--- src/source/gemm_pkg.sv ---
// NumPe must be at least 2, and the weight window has to end below 0x100 of the APB space
`default_nettype none

package gemm_pkg;

  // row geometry
  localparam int unsigned NumPe    = 4;
  localparam int unsigned DataW    = 16;
  localparam int unsigned AccW     = 32;
  localparam int unsigned PeIdxW   = (NumPe > 1) ? $clog2(NumPe) : 1;

  // apb side
  localparam int unsigned AddrW    = 8;
  localparam int unsigned ApbDataW = 32;

  typedef logic signed [DataW-1:0] data_t;    // activation or weight
  typedef logic signed [AccW-1:0]  acc_t;     // partial sum, result, bias
  typedef logic [AddrW-1:0]        apb_addr_t;
  typedef logic [ApbDataW-1:0]     apb_data_t;

  // register map, byte offsets
  localparam apb_addr_t CtrlOffs   = 8'h00;   // bit 0 enable
  localparam apb_addr_t BiasOffs   = 8'h04;
  localparam apb_addr_t StatusOffs = 8'h08;   // result count, read only
  localparam apb_addr_t WeightBase = 8'h10;

  // first offset past the last weight
  localparam apb_addr_t WeightEnd  = WeightBase + apb_addr_t'(4 * NumPe);

  // saturation limits
  localparam acc_t AccMax = {1'b0, {(AccW-1){1'b1}}};
  localparam acc_t AccMin = {1'b1, {(AccW-1){1'b0}}};

endpackage

`default_nettype wire

--- src/source/gemm_cfg_regs.sv ---
// zero wait state APB slave; weights, bias and enable are written only while the row is empty
`timescale 1ns/1ns
`default_nettype none

module gemm_cfg_regs (
  input  logic                                  clk_i,
  input  logic                                  rst_ni,
  // apb slave
  input  logic                                  psel_i,
  input  logic                                  penable_i,
  input  logic                                  pwrite_i,
  input  gemm_pkg::apb_addr_t                   paddr_i,
  input  gemm_pkg::apb_data_t                   pwdata_i,
  output gemm_pkg::apb_data_t                   prdata_o,
  output logic                                  pready_o,
  output logic                                  pslverr_o,
  // row side
  input  logic                                  result_fire_i,
  output logic                                  enable_o,
  output gemm_pkg::acc_t                        bias_o,
  output gemm_pkg::data_t [gemm_pkg::NumPe-1:0] weights_o
);

  logic                                  access;
  logic                                  aligned;
  logic                                  hit_ctrl;
  logic                                  hit_bias;
  logic                                  hit_status;
  logic                                  hit_weight;
  logic                                  bad_access;
  logic                                  wr_en;
  gemm_pkg::apb_addr_t                   weight_off;
  logic [gemm_pkg::PeIdxW-1:0]           widx;

  logic                                  enable_q;
  gemm_pkg::acc_t                        bias_q;
  gemm_pkg::data_t [gemm_pkg::NumPe-1:0] weights_q;
  gemm_pkg::apb_data_t                   count_q;

  assign access  = psel_i && penable_i;
  assign aligned = (paddr_i[1:0] == 2'b00);

  // exact compares also reject misaligned offsets
  assign hit_ctrl   = (paddr_i == gemm_pkg::CtrlOffs);
  assign hit_bias   = (paddr_i == gemm_pkg::BiasOffs);
  assign hit_status = (paddr_i == gemm_pkg::StatusOffs);
  assign hit_weight = aligned && (paddr_i >= gemm_pkg::WeightBase) &&
                      (paddr_i < gemm_pkg::WeightEnd);

  assign weight_off = paddr_i - gemm_pkg::WeightBase;
  assign widx       = weight_off[gemm_pkg::PeIdxW+1:2];

  // unmapped, misaligned, or a write to status
  assign bad_access = !(hit_ctrl || hit_bias || hit_status || hit_weight) ||
                      (pwrite_i && hit_status);

  assign wr_en     = access && pwrite_i && !bad_access;
  assign pready_o  = 1'b1;
  assign pslverr_o = access && bad_access;

  always_ff @(posedge clk_i or negedge rst_ni) begin
    if (!rst_ni) begin
      enable_q  <= 1'b0;
      bias_q    <= '0;
      weights_q <= '0;
    end else if (wr_en) begin
      if (hit_ctrl) begin
        enable_q <= pwdata_i[0];
      end
      if (hit_bias) begin
        bias_q <= gemm_pkg::acc_t'(pwdata_i);
      end
      if (hit_weight) begin
        weights_q[widx] <= pwdata_i[gemm_pkg::DataW-1:0];  // upper half dropped
      end
    end
  end

  // wraps at 2^32
  always_ff @(posedge clk_i or negedge rst_ni) begin
    if (!rst_ni) begin
      count_q <= '0;
    end else if (result_fire_i) begin
      count_q <= count_q + 1'b1;
    end
  end

  always_comb begin
    prdata_o = '0;
    if (hit_ctrl) begin
      prdata_o = {{(gemm_pkg::ApbDataW-1){1'b0}}, enable_q};
    end else if (hit_bias) begin
      prdata_o = gemm_pkg::apb_data_t'(bias_q);
    end else if (hit_status) begin
      prdata_o = count_q;
    end else if (hit_weight) begin
      prdata_o = {{(gemm_pkg::ApbDataW-gemm_pkg::DataW){1'b0}}, weights_q[widx]};
    end
  end

  assign enable_o  = enable_q;
  assign bias_o    = bias_q;
  assign weights_o = weights_q;

  // access phase always follows a selected cycle
  apb_phase_a: assert property (@(posedge clk_i) disable iff (!rst_ni)
    penable_i |-> psel_i && $past(psel_i));

endmodule

`default_nettype wire

--- src/source/gemm_pe.sv ---
// the sum saturates at the acc_t limits instead of wrapping; NumPe must be at least 2
`timescale 1ns/1ns
`default_nettype none

module gemm_pe (
  input  logic                                  clk_i,
  input  logic                                  rst_ni,
  input  logic                                  adv_i,     // shared row advance
  input  logic                                  valid_i,
  input  gemm_pkg::acc_t                        acc_i,     // sum from previous stage
  input  gemm_pkg::data_t                       act_i,
  input  gemm_pkg::data_t                       weight_i,
  input  gemm_pkg::data_t [gemm_pkg::NumPe-1:0] rest_i,
  output logic                                  valid_o,
  output gemm_pkg::acc_t                        acc_o,
  output gemm_pkg::data_t [gemm_pkg::NumPe-1:0] rest_o
);

  gemm_pkg::acc_t                        prod;
  logic [gemm_pkg::AccW:0]               sum_wide;
  gemm_pkg::acc_t                        sum_sat;
  logic                                  valid_q;
  gemm_pkg::acc_t                        acc_q;
  gemm_pkg::data_t [gemm_pkg::NumPe-1:0] rest_q;

  // 16x16 signed always fits in 32 bits
  assign prod = act_i * weight_i;

  // one guard bit catches the overflow
  assign sum_wide = {acc_i[gemm_pkg::AccW-1], acc_i} + {prod[gemm_pkg::AccW-1], prod};

  always_comb begin
    if (sum_wide[gemm_pkg::AccW] != sum_wide[gemm_pkg::AccW-1]) begin
      sum_sat = sum_wide[gemm_pkg::AccW] ? gemm_pkg::AccMin : gemm_pkg::AccMax;
    end else begin
      sum_sat = sum_wide[gemm_pkg::AccW-1:0];
    end
  end

  always_ff @(posedge clk_i or negedge rst_ni) begin
    if (!rst_ni) begin
      valid_q <= 1'b0;
    end else if (adv_i) begin
      valid_q <= valid_i;
    end
  end

  // next stage finds its activation in element 0
  always_ff @(posedge clk_i) begin
    if (adv_i) begin
      acc_q  <= sum_sat;
      rest_q <= {gemm_pkg::data_t'(0), rest_i[gemm_pkg::NumPe-1:1]};
    end
  end

  assign valid_o = valid_q;
  assign acc_o   = acc_q;
  assign rest_o  = rest_q;

  // operands of one sign keep that sign through the saturating add
  sat_sign_a: assert property (@(posedge clk_i) disable iff (!rst_ni)
    adv_i && valid_i && (acc_i[gemm_pkg::AccW-1] == prod[gemm_pkg::AccW-1])
    |=> acc_o[gemm_pkg::AccW-1] == $past(acc_i[gemm_pkg::AccW-1]));

endmodule

`default_nettype wire

--- src/source/gemm_row.sv ---
// all stages stall together; one result per cycle while z_ready_i stays high
`timescale 1ns/1ns
`default_nettype none

module gemm_row (
  input  logic                                  clk_i,
  input  logic                                  rst_ni,
  input  logic                                  enable_i,
  input  gemm_pkg::acc_t                        bias_i,
  input  gemm_pkg::data_t [gemm_pkg::NumPe-1:0] weights_i,
  // input vectors
  input  logic                                  x_valid_i,
  input  gemm_pkg::data_t [gemm_pkg::NumPe-1:0] x_data_i,
  output logic                                  x_ready_o,
  // dot product results
  output logic                                  z_valid_o,
  output gemm_pkg::acc_t                        z_data_o,
  input  logic                                  z_ready_i,
  output logic                                  result_fire_o
);

  logic adv;
  logic x_fire;

  // index k is the input of PE k, index NumPe the row output
  logic [gemm_pkg::NumPe:0]                                     valid_c;
  gemm_pkg::acc_t [gemm_pkg::NumPe:0]                           acc_c;
  gemm_pkg::data_t [gemm_pkg::NumPe:0][gemm_pkg::NumPe-1:0]     rest_c;

  // move when the output slot is empty or being taken
  assign adv       = !z_valid_o || z_ready_i;
  assign x_ready_o = enable_i && adv;
  assign x_fire    = x_valid_i && x_ready_o;

  assign valid_c[0] = x_fire;
  assign acc_c[0]   = bias_i;    // first stage starts from the bias
  assign rest_c[0]  = x_data_i;

  for (genvar k = 0; k < gemm_pkg::NumPe; k++) begin : gen_pe
    gemm_pe u_pe (
      .clk_i    (clk_i),
      .rst_ni   (rst_ni),
      .adv_i    (adv),
      .valid_i  (valid_c[k]),
      .acc_i    (acc_c[k]),
      .act_i    (rest_c[k][0]),
      .weight_i (weights_i[k]),
      .rest_i   (rest_c[k]),
      .valid_o  (valid_c[k+1]),
      .acc_o    (acc_c[k+1]),
      .rest_o   (rest_c[k+1])
    );
  end

  assign z_valid_o     = valid_c[gemm_pkg::NumPe];
  assign z_data_o      = acc_c[gemm_pkg::NumPe];
  assign result_fire_o = z_valid_o && z_ready_i;

  // result held until the consumer takes it
  z_hold_a: assert property (@(posedge clk_i) disable iff (!rst_ni)
    z_valid_o && !z_ready_i |=> z_valid_o && $stable(z_data_o));

  // source keeps its vector until accepted
  x_hold_a: assert property (@(posedge clk_i) disable iff (!rst_ni)
    x_valid_i && !x_ready_o |=> x_valid_i && $stable(x_data_i));

endmodule

`default_nettype wire

--- src/source/gemm_row_top.sv ---
// software keeps weights, bias and enable fixed while any vector is still in the row
`timescale 1ns/1ns
`default_nettype none

module gemm_row_top (
  input  logic                                  clk_i,
  input  logic                                  rst_ni,
  // apb slave
  input  logic                                  psel_i,
  input  logic                                  penable_i,
  input  logic                                  pwrite_i,
  input  gemm_pkg::apb_addr_t                   paddr_i,
  input  gemm_pkg::apb_data_t                   pwdata_i,
  output gemm_pkg::apb_data_t                   prdata_o,
  output logic                                  pready_o,
  output logic                                  pslverr_o,
  // vector streams
  input  logic                                  x_valid_i,
  input  gemm_pkg::data_t [gemm_pkg::NumPe-1:0] x_data_i,
  output logic                                  x_ready_o,
  output logic                                  z_valid_o,
  output gemm_pkg::acc_t                        z_data_o,
  input  logic                                  z_ready_i
);

  logic                                  enable;
  gemm_pkg::acc_t                        bias;
  gemm_pkg::data_t [gemm_pkg::NumPe-1:0] weights;
  logic                                  result_fire;

  gemm_cfg_regs u_cfg_regs (
    .clk_i         (clk_i),
    .rst_ni        (rst_ni),
    .psel_i        (psel_i),
    .penable_i     (penable_i),
    .pwrite_i      (pwrite_i),
    .paddr_i       (paddr_i),
    .pwdata_i      (pwdata_i),
    .prdata_o      (prdata_o),
    .pready_o      (pready_o),
    .pslverr_o     (pslverr_o),
    .result_fire_i (result_fire),
    .enable_o      (enable),
    .bias_o        (bias),
    .weights_o     (weights)
  );

  gemm_row u_row (
    .clk_i         (clk_i),
    .rst_ni        (rst_ni),
    .enable_i      (enable),
    .bias_i        (bias),
    .weights_i     (weights),
    .x_valid_i     (x_valid_i),
    .x_data_i      (x_data_i),
    .x_ready_o     (x_ready_o),
    .z_valid_o     (z_valid_o),
    .z_data_o      (z_data_o),
    .z_ready_i     (z_ready_i),
    .result_fire_o (result_fire)  // counted in status
  );

endmodule

`default_nettype wire

--- config.mk ---
export PLATFORM = sky130hd
export DESIGN_NAME = gemm_row_top
export DESIGN_NICKNAME = d
export VERILOG_FILES = /design/src/source/gemm_pkg.sv /design/src/source/gemm_cfg_regs.sv /design/src/source/gemm_pe.sv /design/src/source/gemm_row.sv /design/src/source/gemm_row_top.sv
export SDC_FILE = /design/constraint.sdc
export NUM_CORES = 2
export LEC_CHECK = 0
export BUFFER_PORTS_ARGS = -buffer_cell sky130_fd_sc_hd__clkbuf_2
export CAP_MARGIN = 40
export CORE_UTILIZATION = 40
export CTS_BUF_LIST = sky130_fd_sc_hd__clkbuf_16
export DETAILED_ROUTE_END_ITERATION = 6
export GPL_TIMING_DRIVEN = 0
export SYNTH_ARGS = -nofsm -noshare
export SYNTH_HDL_FRONTEND = slang
export SYNTH_SLANG_ARGS = --single-unit
--- constraint.sdc ---
create_clock -name clk_i -period 25.6 [get_ports clk_i]
set_input_delay 3.84 -clock clk_i [delete_from_list [all_inputs] [get_ports clk_i]]
set_output_delay 3.84 -clock clk_i [all_outputs]
set_load 0.03 [all_outputs]
Word-level counts from Yosys, hierarchy flattened

Cells that the tools add are included.

Add/subtract/negate cells: 6
Eq/ne operators: 6
$mul: 4
$lt $le $gt $ge: 4
Reductions and logical operators: 24
Mux-type cells: 17

Operator list:

| cell                                                                                 | number |
|---|---|
| 32-bit two-way mux                                                                   | 11 |
| 32-bit by 32-bit adder with 33-bit output                                            | 4 |
| 16-bit by 16-bit multiplier with 32-bit output                                       | 4 |
| 64-bit bitwise mux                                                                   | 1 |
| 16-bit two-way mux                                                                   | 3 |
| 32-bit by 1-bit adder with 32-bit output (second input constant)                     | 1 |
| 16-bit binary-select mux with 2-bit select                                           | 1 |
| 16-bit demux with 2-bit select                                                       | 1 |
| 1-bit logical AND                                                                    | 11 |
| 8-bit by 3-bit == test with 1-bit output (second input constant)                     | 1 |
| 8-bit by 4-bit == test with 1-bit output (second input constant)                     | 1 |
| 8-bit by 5-bit greater-or-equal comparator with 1-bit output (second input constant) | 1 |
| 8-bit zero test                                                                      | 1 |
| 8-bit by 6-bit < comparator with 1-bit output (second input constant)                | 1 |
| 2-bit AND reduction                                                                  | 3 |
| 1-bit logical OR                                                                     | 5 |
| 1-bit != test                                                                        | 4 |
| 4-bit by 1-bit subtractor with 4-bit output (second input constant)                  | 1 |
| 1-bit zero test                                                                      | 3 |
| 2-bit by 3-bit < comparator with 1-bit output (second input constant)                | 1 |
| 2-bit by 1-bit greater-or-equal comparator with 1-bit output (second input constant) | 1 |
| 2-bit zero test                                                                      | 1 |

Output and inout port bits: 68
Word-level logic and storage cells: 82
Input port bits: 111
Bits in registers: 357

Logic depth before layout (Yosys ltp)

Depth after elaboration: 9
Mapped depth: 26
Mapped depth without buffers: 24

Cells and area by module

From an unflattened synthesis, not the netlist that was laid out.

Cell total of the unflattened synthesis: 5929
Area, all modules: 62381.1 µm²

Modules (own cells, without submodules):

| module                              | area each (µm²) | cells an instance | instances |
|---|---|---|---|
| gemm_pe at u_row.gen_pe[1].u_pe ... | 14007.2         | 1372              | 2 |
| gemm_pe at u_row.gen_pe[0].u_pe     | 14332.5         | 1384              | 1 |
| gemm_pe at u_row.gen_pe[3].u_pe     | 13905.8         | 1353              | 1 |
| gemm_cfg_regs                       | 6095.8          | 444               | 1 |
| gemm_row                            | 32.5            | 4                 | 1 |

Least setup slack after synthesis

Ideal clock, no wire load.

Path kind: input -> output
From: in z_ready_i
To: out x_ready_o
Cell stages on the path: 3
Slack: 10.811 ns
Arrival time: 10.949 ns
Path buffers: 1
Cells stage by stage: nand2b_1 > clkbuf_1 > and2_1

Word-level cells in the longest chain between the ends: 2

RTL lines:

| item              | line               | text |
|---|---|---|
| start, declared   | gemm_row_top.sv:23 | `input logic z_ready_i` |
| 1-bit logical OR  | gemm_row.sv:31     | `assign adv = !z_valid_o \|\| z_ready_i;` |
| 1-bit logical AND | gemm_row.sv:32     | `assign x_ready_o = enable_i && adv;` |
| end, declared     | gemm_row_top.sv:20 | `output logic x_ready_o,` |

Every way passes these cells.

Worst setup path in the final report

From: in x_data_i[15] (netlist name)
To: reg u_row.gen_pe[0].u_pe.acc_q[8], data pin

Word-level cells in the longest chain between the ends: 4
Elaborated cells on any way between the ends: 5
Those cells by class: add/sub (1); mul (1); eq/ne (1); mux (2)

RTL lines:

| item                                                       | line                         | text |
|---|---|---|
| start, declared                                            | gemm_row_top.sv:19           | `input gemm_pkg::data_t [gemm_pkg::NumPe-1:0] x_data_i,` |
| 16-bit by 16-bit multiplier with 32-bit output *           | gemm_pe.sv:27                | `assign prod = act_i * weight_i;` |
| 32-bit by 32-bit adder with 33-bit output *                | gemm_pe.sv:30                | `assign sum_wide = {acc_i[gemm_pkg::AccW-1], acc_i} + {prod[gemm_pkg::AccW-1], prod};` |
| 32-bit two-way mux / 1-bit != test (equally long branches) | gemm_pe.sv:34, gemm_pe.sv:33 |  |
| 32-bit two-way mux *                                       | gemm_pe.sv:33                | `if (sum_wide[gemm_pkg::AccW] != sum_wide[gemm_pkg::AccW-1]) begin` |
| net u_row.gen_pe[0].u_pe.sum_sat[8]                        | gemm_pe.sv:21                | `gemm_pkg::acc_t sum_sat;` |
| end signal, assigned                                       | gemm_pe.sv:51                | `acc_q <= sum_sat;` |
| end, declared                                              | gemm_pe.sv:23                | `gemm_pkg::acc_t acc_q;` |

Mark *: on every way through the listed nets, which the timed path passes. The rest lies on a longest branch.
A chain may end at the register's enable or synchronous reset.

==> flow_summary.ini <==
[clock_tree]
cts_root_buffer = clkbuf_16
cts_inserted_buffers = 47
cts-resized-gates = 0
clk_pin_slew_ps = 60
htree_num_levels = 2
clock_path_buffers = 3
post_cts_buffers = 0
ctsHoldBuffers = 0
insertion_delay_ps = 680
cts_tree = done
cts.sinks = 357

[finish]
area_growth_pct = 9.07
final_common_cell = inv_1
fin_util_pct = 44.2
final_cell_mix = inv_1 (1444), fa_1 (1196), nand2_1 (587)
finalNetCount = 7722
final_layout_size_suffix_gt1_share_pct = 7.84
postLayoutCellArea_sq_mm = 0.0638
instances_no_fill = 7956

[sta]
skew_ps = 79.4
grt_setup_unrepaired = no
timing.fmax_mhz = 84.7
finalMaxSlewViolations = 0
period_needed_ps = 11810
finalSetupTns_ps = 0
worst_pin_slew_ps = 915
relSlewSlack_pct = 38.6
period_share_pct = 46.1
final_hold_viol_count = 0
setup_viol = 0

[route]
drtIter0Drc = 2354
avgViaCountPerCell = 5.02
wl_per_cell_microns = 19.6
wl_mm = 156
via_count = 40000
drc_errors = 1
postRouteAntennaNets = 0
first_pass_iters = 7

[logic_synthesis]
ys_seq_area_share_pct = 17.2
ys_warn_count = 0
ys_seq_elements = 357
async_flop_share_pct = 37.3
yosys_most_used_dff = edfxtp_1
syn_area_per_cell_sq_um = 10.1
synth_edf_count = 224
syn_inst = 5764
yosysUniqueCellTypes = 89
syn-cell-area_sq_mm = 0.0585
synth_nets = 7476

[die]
coreArea_sq_mm = 0.144
die-area_sq_mm = 0.148
io_pins = 179
die_h_microns = 384
rows = 139
die_w_microns = 384
initial_core_util_pct = 40.5

[power_and_ir_drop]
p_leak_nw = 32.8
vdd.ir_drop.worst_uv = 51.6
p_per_area_mw_per_mm2 = 55.2

[setup_path]
worstPathArrival_ps = 12150
crit_fanout = 10
start_kind = input pin
worstPathRequired_ps = 25940
critical_path_class = in -> reg
worstSetupEndpointType = register

[place]
dpl.hpwl_mm = 134
numPortBuffers = 176
dpl_cell_area_sq_mm = 0.0620
dp.cells = 7864
globalplace.congestion = 0.931

[run_status]
violations = DRC
status = complete, but fails checks

[global_routing]
grt_pass1_wl_mm = 244
grt_use_total_pct = 21.7
grt_overflow = 0
grt_max_degree = 106
grt_pass1_vias = 42500
antenna_found_initial = 17

[run]
drv_cap = 0

[hold_path]
hp-class = reg -> reg
[sequential cells by signal, summed over array words and instances, names as in the netlist]
register	flops
u_cfg_regs.enable_o	1
u_cfg_regs.count_q	32
u_row.gen_pe.u_pe.acc_o	128
u_cfg_regs.bias_o	32
u_row.gen_pe.u_pe.valid_o	4
u_cfg_regs.weights_o	64
u_row.gen_pe.u_pe.rest_o	96
[stage by stage]
stage / hold WS (ps) / worst slack (ps) / total power, mW
finish: 411 / 13790 / 3.52
global route: 414 / 13380 / 3.78
CTS: 407 / 14000 / 3.55
detailed placement: 405 / 13310 / 2.78
global placement: 405 / 7490 / 2.75
floorplan: 400 / 10810 / 2.18
[cells by family after synthesis]
logic type	count (synthesis)	share of synthesized area [%]
buffers and inverters	1681	11.0
DFF	357	17.2
muxes	115	2.52
other	1	0.00641
and+or+nand+nor	1346	11.4
xor gates and xnor gates	177	2.71
adders and majority gates	1628	50.1
AOI/OAI and AO/OA	459	5.09
[per-layer routing]
metal,vias up,track usage (%),part of all wire [%]
li1,17800,-,-
met1,20700,28.5,41
met2,1226,35.5,47
met3,228,4.42,7.7
met4,16,8.11,4.3
met5,-,0,0.062
[power breakdown]
group          total (mW)  switching, mW  internal, mW
Sequential          0.888         0.0789         0.809
Clock               0.746          0.305         0.441
Combinational        1.89           1.18         0.707
Total                3.52           1.56          1.96
[cell usage after synthesis, drive strengths merged (15+ instances only)]
cell type / count / share of area (%)
dfrtp: 133 / 5.7
nand2b: 32 / 0.34
mux4: 16 / 0.62
nor3: 18 / 0.17
and3: 26 / 0.28
o21ai: 113 / 0.98
xnor2: 114 / 1.7
ha: 405 / 8.7
edfxtp: 224 / 12
a21o: 51 / 0.65
a21oi: 146 / 1.2
a22oi: 15 / 0.19
and2: 473 / 5.1
a222oi: 15 / 0.26
buf: 56 / 0.61
maj3: 27 / 0.46
clkbuf: 185 / 1.2
inv: 1440 / 9.2
nand3: 30 / 0.26
xor2: 63 / 0.99
fa: 1196 / 41
mux2: 97 / 1.9
nor2: 124 / 0.82
nand2: 589 / 3.8
[worst paths after layout]
check / start / end / slack, ps / cells after the start
worst max-delay path: x_data_i[15] / u_row.gen_pe[0].u_pe.acc_o[8]$_DFFE_PN_ / 13790 / 24
worst min-delay path: u_row.gen_pe[1].u_pe.rest_o[25]$_DFFE_PN_ / u_row.gen_pe[2].u_pe.rest_o[9]$_DFFE_PN_ / 410 / 0
max in group asynchronous: rst_ni / u_cfg_regs.weights_o[51]$_DFFE_PN0P_ / 21710 / 2
worst min register to register: u_row.gen_pe[1].u_pe.rest_o[25]$_DFFE_PN_ / u_row.gen_pe[2].u_pe.rest_o[9]$_DFFE_PN_ / 410 / 0
min in group asynchronous: rst_ni / u_cfg_regs.bias_o[16]$_DFFE_PN0P_ / 3030 / 1
worst max register to register: u_cfg_regs.weights_o[31]$_DFFE_PN0P_ / u_row.gen_pe[1].u_pe.acc_o[23]$_DFFE_PN_ / 16390 / 23
[worst max-delay path, cell delays in order]
cell	delay, ps
clkbuf_2	180
clkbuf_1	300
nand2_1	240
inv_1	90
fa_1	760
inv_1	110
fa_1	550
inv_1	340
fa_1	510
fa_1	520
fa_1	490
inv_1	50
fa_1	480
inv_1	40
ha_1	430
and3_1	310
nand2_1	140
a2111oi_2	650
o221ai_1	280
a21oi_1	280
xor2_2	250
nor2_2	440
clkbuf_1	560
o21ai_0	280
[cell type report]
type | instances | area [sq um]
Clock inverter | 40 | 536
Buffer | 241 | 1060
Fill cell | 13900 | 80600
Multi-Input combinational cell | 3726 | 42000
Antenna cell | 4 | 10.0
Sequential cell | 357 | 10100
Clock buffer | 48 | 1200
Tap cell | 1903 | 2380
Timing Repair Buffer | 197 | 1170
Inverter | 1440 | 5410
No activity file was read; power rests on OpenSTA's default activity.
